===== src/verilog/game_pkg.sv =====
package game_pkg;

    // ------------------------------
    // a frame runs from DEPLOY through FINISH
    typedef enum logic [2:0] {
        PH_REST,
        PH_INIT,
        PH_DEPLOY,
        PH_PLACE,
        PH_HURT,
        PH_PURSE,
        PH_INCOME,
        PH_FINISH
    } phase_t;

    typedef logic [14:0] money_t;
    typedef logic [2:0]  level_t;

    localparam int     NUM_LEVELS = 8;
    localparam level_t MAX_LEVEL  = level_t'(NUM_LEVELS - 1);
    localparam int     CD_W       = 5;  // cooldown runs 31 frames

    // ------------------------------
    // economy tables by purse level
    localparam money_t UPGRADE_PRICE [NUM_LEVELS] = '{
        15'd50, 15'd100, 15'd150, 15'd200, 15'd300, 15'd400, 15'd500, 15'd0
    };

    localparam money_t MONEY_CAP [NUM_LEVELS] = '{
        15'd200, 15'd400, 15'd600, 15'd800, 15'd1200, 15'd1600, 15'd2000, 15'd2500
    };

    // added once per frame
    localparam logic [2:0] INCOME [NUM_LEVELS] = '{
        3'd1, 3'd2, 3'd2, 3'd3, 3'd4, 3'd5, 3'd5, 3'd5
    };

endpackage


===== src/verilog/unit_pkg.sv =====
package unit_pkg;

    // button b deploys type b
    typedef enum logic [1:0] {
        KILLER_BIRD,
        WHITE_BEAR,
        METAL_DUCK,
        BLACK_BEAR
    } unit_type_t;

    typedef logic [11:0] hp_t;

    // ------------------------------
    // one roster slot
    typedef struct packed {
        logic       alive;
        unit_type_t utype;
        hp_t        hp;
        hp_t        dmg;    // damage pending until the hurt phase
    } unit_rec_t;

    localparam game_pkg::money_t UNIT_COST [4] = '{
        15'd10, 15'd25, 15'd40, 15'd60
    };

    localparam hp_t UNIT_HP [4] = '{
        12'd100, 12'd300, 12'd200, 12'd500
    };

endpackage


===== src/verilog/econ_if.sv =====
`timescale 1ns/100ps

interface econ_if;
    game_pkg::level_t level;
    logic             upgrade_go;       // level step and charge in the same cycle
    game_pkg::money_t upgrade_price;
    game_pkg::money_t money_cap;
    game_pkg::money_t money;

    modport cfg (
        output level,
        output upgrade_go,
        output upgrade_price,
        output money_cap,
        input  money
    );

    modport ledger (
        input  level,
        input  upgrade_go,
        input  upgrade_price,
        input  money_cap,
        output money
    );
endinterface


===== src/verilog/tick_sequencer.sv =====
`timescale 1ns/100ps

module tick_sequencer (
    input  logic             clk_25MHz,
    input  logic             rst,
    input  logic             playing,
    input  logic             game_init,
    input  logic             frame_tick,
    output game_pkg::phase_t phase
);

    game_pkg::phase_t phase_nxt;

    always_comb begin
        if (!playing) begin
            // outside play only a single init cycle leaves rest
            if (phase == game_pkg::PH_REST && game_init) begin
                phase_nxt = game_pkg::PH_INIT;
            end else begin
                phase_nxt = game_pkg::PH_REST;
            end
        end else begin
            case (phase)
                game_pkg::PH_REST:   phase_nxt = frame_tick ? game_pkg::PH_DEPLOY
                                                            : game_pkg::PH_REST;
                game_pkg::PH_DEPLOY: phase_nxt = game_pkg::PH_PLACE;
                game_pkg::PH_PLACE:  phase_nxt = game_pkg::PH_HURT;
                game_pkg::PH_HURT:   phase_nxt = game_pkg::PH_PURSE;
                game_pkg::PH_PURSE:  phase_nxt = game_pkg::PH_INCOME;
                game_pkg::PH_INCOME: phase_nxt = game_pkg::PH_FINISH;
                default:             phase_nxt = game_pkg::PH_REST;   // finish and init
            endcase
        end
    end

    always_ff @(posedge clk_25MHz) begin
        if (rst) begin
            phase <= game_pkg::PH_REST;
        end else begin
            phase <= phase_nxt;
        end
    end

endmodule


===== src/verilog/deploy_buttons.sv =====
`timescale 1ns/100ps

module deploy_buttons #(
    parameter int NUM_SLOTS = 8
) (
    input  logic                 clk_25MHz,
    input  logic                 rst,
    input  game_pkg::phase_t     phase,
    input  logic [3:0]           deploy_press,
    input  game_pkg::money_t     money,
    input  logic                 roster_full,
    output logic                 deploy_go,
    output unit_pkg::unit_type_t deploy_type,
    output game_pkg::money_t     deploy_cost,
    output logic [3:0]           cd_busy
);

    // a roster narrower than the button row leaves the upper buttons idle
    localparam int NUM_BTN = (NUM_SLOTS < 4) ? NUM_SLOTS : 4;

    logic [3:0]                req;
    logic [game_pkg::CD_W-1:0] cd [4];
    logic                      any_req;
    unit_pkg::unit_type_t      pick;
    unit_pkg::unit_type_t      type_q;

    // lowest pending button wins
    always_comb begin
        any_req = 1'b0;
        pick    = unit_pkg::KILLER_BIRD;
        for (int b = NUM_BTN - 1; b >= 0; b--) begin
            if (req[b]) begin
                any_req = 1'b1;
                pick    = unit_pkg::unit_type_t'(2'(b));
            end
        end
    end

    assign deploy_cost = unit_pkg::UNIT_COST[pick];
    assign deploy_go   = (phase == game_pkg::PH_DEPLOY) && any_req && !roster_full
                         && (money >= deploy_cost);
    assign deploy_type = type_q;

    always_ff @(posedge clk_25MHz) begin
        if (phase == game_pkg::PH_DEPLOY) begin
            type_q <= pick;     // held for the place stage
        end
    end

    // ------------------------------
    // request latches and cooldowns
    always_ff @(posedge clk_25MHz) begin
        if (rst || phase == game_pkg::PH_INIT) begin
            req <= '0;
            for (int b = 0; b < 4; b++) begin
                cd[b] <= '0;
            end
        end else begin
            for (int b = 0; b < 4; b++) begin
                if (phase == game_pkg::PH_DEPLOY) begin
                    req[b] <= 1'b0;
                end else if (b < NUM_BTN && deploy_press[b] && cd[b] == '0) begin
                    req[b] <= 1'b1;
                end

                if (deploy_go && pick == 2'(b)) begin
                    cd[b] <= 1;
                end else if (phase == game_pkg::PH_FINISH && cd[b] != '0) begin
                    cd[b] <= cd[b] + 1'b1;  // wraps to zero after 31
                end
            end
        end
    end

    always_comb begin
        for (int b = 0; b < 4; b++) begin
            cd_busy[b] = (cd[b] != '0);
        end
    end

endmodule


===== src/verilog/army_roster.sv =====
`timescale 1ns/100ps

module army_roster #(
    parameter int NUM_SLOTS = 8
) (
    input  logic                 clk_25MHz,
    input  logic                 rst,
    input  game_pkg::phase_t     phase,
    input  unit_pkg::unit_type_t deploy_type,
    input  logic                 spawn,
    input  logic                 hit_valid,
    input  logic [2:0]           hit_slot,
    input  unit_pkg::hp_t        hit_amount,
    output unit_pkg::unit_rec_t  slots [NUM_SLOTS],
    output logic                 roster_full
);

    logic [NUM_SLOTS-1:0] alive;
    logic [NUM_SLOTS-1:0] free_sel;     // one-hot lowest free slot
    unit_pkg::hp_t        dmg_nxt [NUM_SLOTS];

    always_comb begin
        for (int i = 0; i < NUM_SLOTS; i++) begin
            alive[i] = slots[i].alive;
        end
    end

    assign free_sel    = ~alive & (alive + 1'b1);
    assign roster_full = &alive;

    // hurt phase restarts the pending damage sum
    always_comb begin
        unit_pkg::hp_t base;
        unit_pkg::hp_t add;
        logic [12:0]   sum;
        for (int i = 0; i < NUM_SLOTS; i++) begin
            base = (phase == game_pkg::PH_HURT) ? '0 : slots[i].dmg;
            add  = (hit_valid && hit_slot == 3'(i)) ? hit_amount : '0;
            sum  = {1'b0, base} + {1'b0, add};
            dmg_nxt[i] = sum[12] ? '1 : sum[11:0];  // saturate
        end
    end

    // ------------------------------
    // slot update
    always_ff @(posedge clk_25MHz) begin
        if (rst || phase == game_pkg::PH_INIT) begin
            for (int i = 0; i < NUM_SLOTS; i++) begin
                slots[i] <= '0;
            end
        end else begin
            for (int i = 0; i < NUM_SLOTS; i++) begin
                if (spawn && phase == game_pkg::PH_PLACE && free_sel[i]) begin
                    slots[i].alive <= 1'b1;
                    slots[i].utype <= deploy_type;
                    slots[i].hp    <= unit_pkg::UNIT_HP[deploy_type];
                    slots[i].dmg   <= '0;
                end else if (slots[i].alive) begin
                    slots[i].dmg <= dmg_nxt[i];
                    if (phase == game_pkg::PH_HURT) begin
                        if (slots[i].dmg >= slots[i].hp) begin
                            slots[i].alive <= 1'b0;
                            slots[i].dmg   <= '0;
                        end else begin
                            slots[i].hp <= slots[i].hp - slots[i].dmg;
                        end
                    end
                end
            end
        end
    end

endmodule


===== src/verilog/purse_config.sv =====
`timescale 1ns/100ps

module purse_config (
    input  logic             clk_25MHz,
    input  logic             rst,
    input  game_pkg::phase_t phase,
    input  logic             upgrade_press,
    econ_if.cfg              econ
);

    logic req;

    // level lookups
    assign econ.upgrade_price = game_pkg::UPGRADE_PRICE[econ.level];
    assign econ.money_cap     = game_pkg::MONEY_CAP[econ.level];

    assign econ.upgrade_go = (phase == game_pkg::PH_PURSE) && req
                             && (econ.level != game_pkg::MAX_LEVEL)
                             && (econ.money >= econ.upgrade_price);

    always_ff @(posedge clk_25MHz) begin
        if (rst || phase == game_pkg::PH_INIT) begin
            req        <= 1'b0;
            econ.level <= '0;
        end else begin
            if (phase == game_pkg::PH_PURSE) begin
                req <= 1'b0;
            end else if (upgrade_press) begin
                req <= 1'b1;
            end

            if (econ.upgrade_go) begin
                econ.level <= econ.level + 1'b1;
            end
        end
    end

endmodule


===== src/verilog/money_ledger.sv =====
`timescale 1ns/100ps

module money_ledger (
    input  logic             clk_25MHz,
    input  logic             rst,
    input  game_pkg::phase_t phase,
    input  logic             deploy_go,
    input  game_pkg::money_t deploy_cost,
    econ_if.ledger           econ,
    output logic             able_to_upgrade
);

    logic [15:0] income_sum;    // one spare bit before the clamp

    assign income_sum = {1'b0, econ.money} + 16'(game_pkg::INCOME[econ.level]);

    assign able_to_upgrade = (econ.money >= econ.upgrade_price)
                             && (econ.level != game_pkg::MAX_LEVEL);

    always_ff @(posedge clk_25MHz) begin
        if (rst || phase == game_pkg::PH_INIT) begin
            econ.money <= '0;
        end else begin
            case (phase)
                game_pkg::PH_DEPLOY: begin
                    if (deploy_go) econ.money <= econ.money - deploy_cost;
                end
                game_pkg::PH_PURSE: begin
                    if (econ.upgrade_go) econ.money <= econ.money - econ.upgrade_price;
                end
                game_pkg::PH_INCOME: begin
                    if (income_sum > {1'b0, econ.money_cap}) begin
                        econ.money <= econ.money_cap;
                    end else begin
                        econ.money <= income_sum[14:0];
                    end
                end
                default: ;
            endcase
        end
    end

endmodule


===== src/verilog/game_engine.sv =====
`timescale 1ns/100ps

module game_engine #(
    parameter int NUM_SLOTS = 8
) (
    input  logic                    clk_25MHz,
    input  logic                    rst,
    input  logic                    playing,
    input  logic                    game_init,
    input  logic                    frame_tick,
    input  logic [3:0]              deploy_press,
    input  logic                    upgrade_press,
    input  logic                    hit_valid,
    input  logic [2:0]              hit_slot,
    input  logic [11:0]             hit_amount,
    output logic [14:0]             money,
    output logic [2:0]              purse_level,
    output logic                    able_to_upgrade,
    output logic [3:0]              cd_busy,
    output logic [NUM_SLOTS-1:0]    army_alive,
    output logic [2*NUM_SLOTS-1:0]  army_type,
    output logic [12*NUM_SLOTS-1:0] army_hp
);

    game_pkg::phase_t     phase;
    logic                 deploy_go;
    unit_pkg::unit_type_t deploy_type;
    game_pkg::money_t     deploy_cost;
    logic                 roster_full;
    logic                 spawn;
    unit_pkg::unit_rec_t  slots [NUM_SLOTS];

    econ_if econ ();

    tick_sequencer tick_sequencer_i (
        .clk_25MHz  (clk_25MHz),
        .rst        (rst),
        .playing    (playing),
        .game_init  (game_init),
        .frame_tick (frame_tick),
        .phase      (phase)
    );

    deploy_buttons #(.NUM_SLOTS(NUM_SLOTS)) deploy_buttons_i (
        .clk_25MHz    (clk_25MHz),
        .rst          (rst),
        .phase        (phase),
        .deploy_press (deploy_press),
        .money        (econ.money),
        .roster_full  (roster_full),
        .deploy_go    (deploy_go),
        .deploy_type  (deploy_type),
        .deploy_cost  (deploy_cost),
        .cd_busy      (cd_busy)
    );

    // place stage of the deploy pipeline
    always_ff @(posedge clk_25MHz) begin
        if (rst) begin
            spawn <= 1'b0;
        end else begin
            spawn <= deploy_go;
        end
    end

    army_roster #(.NUM_SLOTS(NUM_SLOTS)) army_roster_i (
        .clk_25MHz   (clk_25MHz),
        .rst         (rst),
        .phase       (phase),
        .deploy_type (deploy_type),
        .spawn       (spawn),
        .hit_valid   (hit_valid),
        .hit_slot    (hit_slot),
        .hit_amount  (hit_amount),
        .slots       (slots),
        .roster_full (roster_full)
    );

    purse_config purse_config_i (
        .clk_25MHz     (clk_25MHz),
        .rst           (rst),
        .phase         (phase),
        .upgrade_press (upgrade_press),
        .econ          (econ.cfg)
    );

    money_ledger money_ledger_i (
        .clk_25MHz       (clk_25MHz),
        .rst             (rst),
        .phase           (phase),
        .deploy_go       (deploy_go),
        .deploy_cost     (deploy_cost),
        .econ            (econ.ledger),
        .able_to_upgrade (able_to_upgrade)
    );

    // ------------------------------
    // flatten roster onto plain ports
    assign money       = econ.money;
    assign purse_level = econ.level;

    for (genvar i = 0; i < NUM_SLOTS; i++) begin : g_flat
        assign army_alive[i]         = slots[i].alive;
        assign army_type[2*i +: 2]   = slots[i].utype;
        assign army_hp[12*i +: 12]   = slots[i].hp;
    end

endmodule


===== config.mk =====
export PLATFORM = sky130hd
export DESIGN_NAME = game_engine
export DESIGN_NICKNAME = d
export VERILOG_FILES = /design/src/verilog/game_pkg.sv /design/src/verilog/unit_pkg.sv /design/src/verilog/econ_if.sv /design/src/verilog/tick_sequencer.sv /design/src/verilog/deploy_buttons.sv /design/src/verilog/army_roster.sv /design/src/verilog/purse_config.sv /design/src/verilog/money_ledger.sv /design/src/verilog/game_engine.sv
export SDC_FILE = /design/constraint.sdc
export NUM_CORES = 1
export LEC_CHECK = 0
export ABC_AREA = 1
export BUFFER_PORTS_ARGS = -buffer_cell sky130_fd_sc_hd__buf_2
export CORE_ASPECT_RATIO = 0.6
export CORE_MARGIN = 5
export CORE_UTILIZATION = 60
export DETAILED_ROUTE_END_ITERATION = 10
export PLACE_DENSITY = 0.79
export SETUP_SLACK_MARGIN = 0.05
export SLEW_MARGIN = 20
export SYNTH_ARGS = -nofsm -noshare
export SYNTH_HDL_FRONTEND = slang
export SYNTH_HIERARCHICAL = 1
export SYNTH_SLANG_ARGS = --single-unit

===== constraint.sdc =====
create_clock -name clk_25MHz -period 7.95 [get_ports clk_25MHz]
set_input_delay 2.385 -clock clk_25MHz [delete_from_list [all_inputs] [get_ports clk_25MHz]]
set_output_delay 2.385 -clock clk_25MHz [all_outputs]
set_load 0.1 [all_outputs]

==> flow_metrics.tcl, run 1 <==
set metrics [dict create \
    r2r_end "army_roster_i/slots[56]$_SDFFE_PP0P_" \
    slew_violations 0 \
    cts.sinks 265 \
    layout.nets 4976 \
    wirelength_um 91700 \
    crit_chain "inv_1 -> ha_1 -> inv_1 -> a22oi_1 -> inv_1 -> ha_1 -> nand3_1 -> nand2_1 -> nand2_1 -> nand2_1 -> nand2_1 -> a21oi_1 -> o21ai_0 -> nand2_1 -> nand2_1 -> inv_1 -> buf_2" \
    io_pins 169 \
    die_x_um 286 \
    cts_tree "yes" \
    grt_overflow 0 \
    synthCells 4553 \
    postCtsSetupBuffers 0 \
    path_clk_slew_ps 60 \
    ys_top_cells_by_count "nand2_1, inv_1, nor2_1" \
    r2r_slack_ps 2900 \
    cp_slowest_cell "dfxtp_1" \
    dp_slack_ps 2150 \
    placed_cells 5216 \
    cp-end-kind "primary output" \
    ys_types 61 \
    insertion_delay_ps 600 \
    setup_viol 0 \
    synth_seq_cells 265 \
    worst_r2r_path_depth 15 \
    slowest_delay_ps 520 \
    cts-root-buf "clkbuf_16" \
    max_freq_ghz 0.154 \
    antenna_cells 0 \
    hold_viol_final 0 \
    die_area_sq_um 50200 \
    synth_area_leaders "nand2_1, dfxtp_1, ha_1, inv_1, nand3_1" \
    grt_max_degree 90 \
    tightest_slew_ps 1140 \
    num_vias 29700 \
    crit_arrival_ps 4120 \
    cts_made_buffers 30 \
    crit_fanout 9 \
    drive_gt1_share_pct 8.46 \
    synthArstFlopShare_pct 0 \
    finalSetupTns_ps 0 \
    grt_usage_pct 35.0 \
    rows 60 \
    synth_area_per_cell_sq_um 6.03 \
    min_to "army_roster_i/slots[105]$_SDFFE_PP0P_" \
    p_per_area_nw_per_um2 104 \
    htree_levels 1 \
    yosys.area.top_type_share_pct 18.0 \
    syn_area_sq_um 27400 \
    grt_first_pass_wirelength_um 142000 \
    area_growth_pct 7.25 \
    grt_pass1_vias 25300 \
    ir_drop_mv 0.149 \
    fin_crit_sh_pct 81.8 \
    p_leak_nw 15.7 \
    synth-edff-count 22 \
    cts_max_path_buffers 3 \
    place_area_sq_um 28400 \
    first_iter_violations 3362 \
    critical_path_class "flop to primary output" \
    drcViolationCount 0 \
    timing.rr.start "tick_sequencer_i/phase[2]$_SDFF_PP0_" \
    io_buffer_count 168 \
    crit_required_ps 5570 \
    cts_hold_buffers 0 \
    max-cap-violations 0 \
    gpl.final_weighted_congestion 1.05 \
    final_cells 5271 \
    synth-seq-area-share_pct 20.1 \
    synth_warnings 6 \
    synth.most_common_cell "nand2_1" \
    die-height_um 176 \
    vias_per_cell 5.63 \
    synth_top_cell_by_area "nand2_1" \
    hold_start "army_roster_i/slots[105]$_SDFFE_PP0P_" \
    synth_flop_cell "dfxtp_1" \
    initial_core_util_pct 61.0 \
    first_pass_iters 6 \
    rsz0062_at_grt "no" \
    hp-class "flop to flop" \
    finClkSkew_ps 23.2 \
    hold_path_depth 2 \
    worst_setup_path_start_kind "flop" \
    outcome "finished clean" \
    post-route-min-period_ps 6500 \
    timing.final.ws_setup_ps 1450 \
    antenna_found_initial 4 \
    core_sq_um 45000 \
    cts_resized 0 \
    antenna_left 0 \
    post-dp-hpwl_um 70900 \
    relSlewSlack_pct 23.7 \
    wl_per_cell_um 17.4 \
    worst_path_most_repeated_cell "nand2_1" \
    final_area_sq_um 29400 \
]
==> stage by stage <==
step                      util (%)  hold slack, ps  total power, W
final                         65.4             462         0.00306
after global routing          65.4             476         0.00313
after CTS                     65.4             463         0.00306
after detailed placement      63.2             453         0.00161
after global placement        63.2             449         0.00161
after floorplan                  -             445         0.00154
==> sequential cells by signal (all words and copies together) (netlist names) <==
signal and flops:
spawn 1, purse_config_i/req 1, army_roster_i/slots 216, purse_config_i/econ.level 3
deploy_buttons_i/req 4, tick_sequencer_i/phase 3, deploy_buttons_i/deploy_type 2, money_ledger_i/econ.money 15
deploy_buttons_i/cd 20
==> critical path: cells and delay by family (launching register included) <==
family                   cells  cell delay, ps
buffers and inverters        5             800
adder cells (fa/ha/maj)      2             760
flip-flops                   1             520
AND/OR/NAND/NOR              7             720
AO/OA/AOI/OAI                3             710
==> layout make-up <==
cell class              count  area (sq um)
clock buffers              36           773
inverters                 752          2830
well taps                 589           737
multi-input cells        3432         18400
fillers                  4311         15500
clock inverters            19           215
repair buffers            178           916
flip-flops and latches    265          5530
==> worst max-delay path by stage <==
stage	start	end	slack, ps	cells past startpoint
final	purse_config_i/econ.level[0]$_SDFFE_PP0P_	able_to_upgrade	1450	17
after global routing	purse_config_i/econ.level[0]$_SDFFE_PP0P_	able_to_upgrade	1100	17
after CTS	purse_config_i/econ.level[0]$_SDFFE_PP0P_	able_to_upgrade	1510	17
after detailed placement	purse_config_i/econ.level[0]$_SDFFE_PP0P_	able_to_upgrade	2150	17
after global placement	purse_config_i/econ.level[0]$_SDFFE_PP0P_	able_to_upgrade	2250	17
after floorplan	purse_config_i/econ.level[0]$_SDFFE_PP0P_	able_to_upgrade	1740	17
==> per-layer routing <==
metal / vias up / share of wire (%) / global-route usage (%)
met5: - / 0 / 0
met4: 0 / 2.2 / 6.72
met3: 119 / 13 / 9.46
met2: 1533 / 36 / 45.3
met1: 13300 / 49 / 56.5
li1: 14700 / - / -
==> cell usage in the layout (no fill, tap or decap), types with 25 or more instances in the layout <==
cell type,netlist,final
a21oi_1,364,364
buf_2,32,168
clkbuf_16,0,30
dfxtp_1,243,243
ha_1,272,272
inv_1,717,717
inv_2,34,33
nand2_1,1315,1315
nand2_2,26,26
nand3_1,402,402
nand3_2,27,27
nand3b_1,35,35
nand4_1,68,68
nor2_1,528,528
o21ai_0,100,100
o21bai_1,25,25
xnor2_1,27,27
xor2_1,35,35
==> cell families after synthesis <==
family	synth area share (%)
mux	0.0365
xor+xnor	1.98
fa+ha+maj	13.8
flops	20.1
other cells	0.0410
buf+inv	13.0
compound gates	11.6
simple gates	39.5
==> power breakdown <==
part / switching [W] / total, W / internal, W
logic: 0.000176 / 0.000227 / 0.0000518
clock network: 0.000642 / 0.00147 / 0.000824
registers: 0.00000963 / 0.00136 / 0.00135
No activity file was read; power rests on OpenSTA's default activity.
==> run 2, diff against run 1 <==
Settings changed: CORE_UTILIZATION 60 to 57, PLACE_DENSITY 0.79 to 0.78.
Clock period 7.95 ns to 5.8 ns, I/O delays scaled along.
==> run 2 against run 1 <==
Setup slack got worse by 1200 ps. Final cell count rose by 1.2%. Die area rose by 5.0%. Final area rose by 1.1%. Critical path depth did not move. Power rose by 47%. Via count rose by 0.31%. Critical endpoint unchanged.
==> flow_metrics.tcl, run 2 (synthesized netlist as in run 1, its figures left out) <==
set metrics [dict create \
    crit_chain "inv_1 -> ha_1 -> inv_1 -> a22oi_2 -> inv_1 -> ha_1 -> nand3_1 -> nand2_1 -> nand2_1 -> nand2_1 -> nand2_1 -> a21oi_1 -> o21ai_0 -> nand2_1 -> nand2_1 -> inv_1 -> clkbuf_4" \
    cts-root-buf "clkbuf_16" \
    max_freq_ghz 0.182 \
    grt_first_pass_wirelength_um 144000 \
    antenna_found_initial 1 \
    place_area_sq_um 28600 \
    placed_cells 5278 \
    outcome "finished clean" \
    final_area_sq_um 29800 \
    finalSetupTns_ps 0 \
    crit_arrival_ps 3770 \
    die_area_sq_um 52800 \
    die_x_um 293 \
    p_per_area_nw_per_um2 151 \
    rows 62 \
    mostFrequentLayoutCell "nand2_1" \
    max-cap-violations 0 \
    drive_gt1_share_pct 8.93 \
    final_cell_mix "nand2_1, inv_1, nor2_1" \
    initial_core_util_pct 57.5 \
    post-route-min-period_ps 5510 \
    setup_viol 0 \
    crit_fanout 7 \
    rsz0062_at_grt "no" \
    worst_setup_path_start_kind "flop" \
    antenna_left 0 \
    hold_viol_final 0 \
    critical_path_class "flop to primary output" \
    top_regs "army_roster_i/slots x216, deploy_buttons_i/cd x20, money_ledger_i/econ.money x15" \
    vias_per_cell 5.58 \
    cts.sinks 265 \
    wirelength_um 91500 \
    regMostFlops "army_roster_i/slots" \
    finClkSkew_ps 16.5 \
    r2r_slack_ps 1180 \
    path_clk_slew_ps 70 \
    path_delay_family "adder cells" \
    post-dp-hpwl_um 70700 \
    postCtsSetupBuffers 0 \
    num_vias 29800 \
    final_util_pct 62.4 \
    grt_pass1_vias 26100 \
    cts_tree "yes" \
    grt_max_degree 64 \
    largest_reg_flops 216 \
    io_buffer_count 168 \
    layout.nets 4986 \
    final_cells 5333 \
    slowest_delay_ps 480 \
    gpl.final_weighted_congestion 1.09 \
    ir_drop_mv 0.213 \
    cp_num_buf_inv 5 \
    relSlewSlack_pct 33.8 \
    p_leak_nw 15.8 \
    core_sq_um 47700 \
    htree_levels 1 \
    multi_input_area_sq_um 18400 \
    fill_cells 4658 \
    cts_max_path_buffers 3 \
    p_total_w 0.00448 \
    final-seq-area_sq_um 5530 \
    die-height_um 180 \
    cp-end-kind "primary output" \
    fin_crit_sh_pct 95.0 \
    drcViolationCount 0 \
    cts_made_buffers 29 \
    io_pins 169 \
    area_growth_pct 8.45 \
    cp_slowest_cell "dfxtp_1" \
    worst_path_most_repeated_cell "nand2_1" \
    insertion_delay_ps 600 \
    first_pass_iters 7 \
    cts_hold_buffers 0 \
    first_iter_violations 3710 \
    grt_overflow 0 \
    hp-class "flop to flop" \
    tightest_slew_ps 984 \
    grt_usage_pct 33.2 \
    slew_violations 0 \
    wl_per_cell_um 17.2 \
    crit_required_ps 4060 \
]
-- run 2: cell types whose count changed in the layout (fill, tap and decap cells not counted), moves of 2 or more --
cell       before  now
buf_4          10   21
bufinv_16       4   10
clkbuf_1        6    0
clkbuf_8        0    2
clkinv_1        6    1
inv_6           0    3
-- run 2: layer usage --
metal	global-route usage (%)	part of all wire, %	vias to the layer above
met5	0	0	-
met4	8.51	3.2	0
met3	9.02	13	154
met2	44.3	37	1526
met1	51.9	47	13400
li1	-	-	14700
-- run 2: report_power, final --
part	internal [W]	total [W]	leakage, nW	switching, W
logic	0.0000729	0.000311	13.1	0.000238
registers	0.00185	0.00187	2.19	0.0000125
clock network	0.00142	0.00231	0.563	0.000890
-- run 2: worst paths after layout --
path / cells after the start / from / end
setup / recovery: 17 / purse_config_i/econ.level[1]$_SDFFE_PP0P_ / able_to_upgrade
hold / removal: 2 / army_roster_i/slots[105]$_SDFFE_PP0P_ / army_roster_i/slots[105]$_SDFFE_PP0P_
setup reg to reg: 21 / purse_config_i/econ.level[2]$_SDFFE_PP0P_ / money_ledger_i/econ.money[9]$_SDFFE_PP0P_
hold reg to reg: 2 / army_roster_i/slots[105]$_SDFFE_PP0P_ / army_roster_i/slots[105]$_SDFFE_PP0P_
-- run 2: layout make-up --
class                      count  share of cell area (%)
inverter                     752                    9.50
antenna                        1                 0.00841
timing repair buffer         189                    3.36
clock inverter                22                    1.29
tap                          640                    2.69
multi-input combinational   3432                    62.0
clock buffer                  32                    2.62
sequential                   265                    18.6
-- run 2: through the flow --
step	setup slack, ps	hold WS (ps)
final	291	461
after global routing	125	478
after CTS	214	460
after detailed placement	874	450
after global placement	952	449
after floorplan	236	445
-- run 2: what timing repair did --
item                                   4_1_cts  5_1_grt
resized for setup                            0        3
setup endpoints to repair                    0        1
endpoints found under the hold margin        0        0
-- run 2: worst register-to-register path, stage by stage (launching register included) --
cell and delay (ps):
dfxtp_1 710, mux2i_1 270, ha_1 190, inv_1 60
fa_1 410, inv_1 90, a21oi_1 120, nor2_1 260
nand4_1 160, xor2_1 280, inv_1 90, ha_1 270
and3_1 170, nand3b_1 110, nor2_2 300, nand3_4 270
nand2_4 300, nand2_1 90, nand3_1 180, nand3_1 110
nand2_1 70, inv_1 30
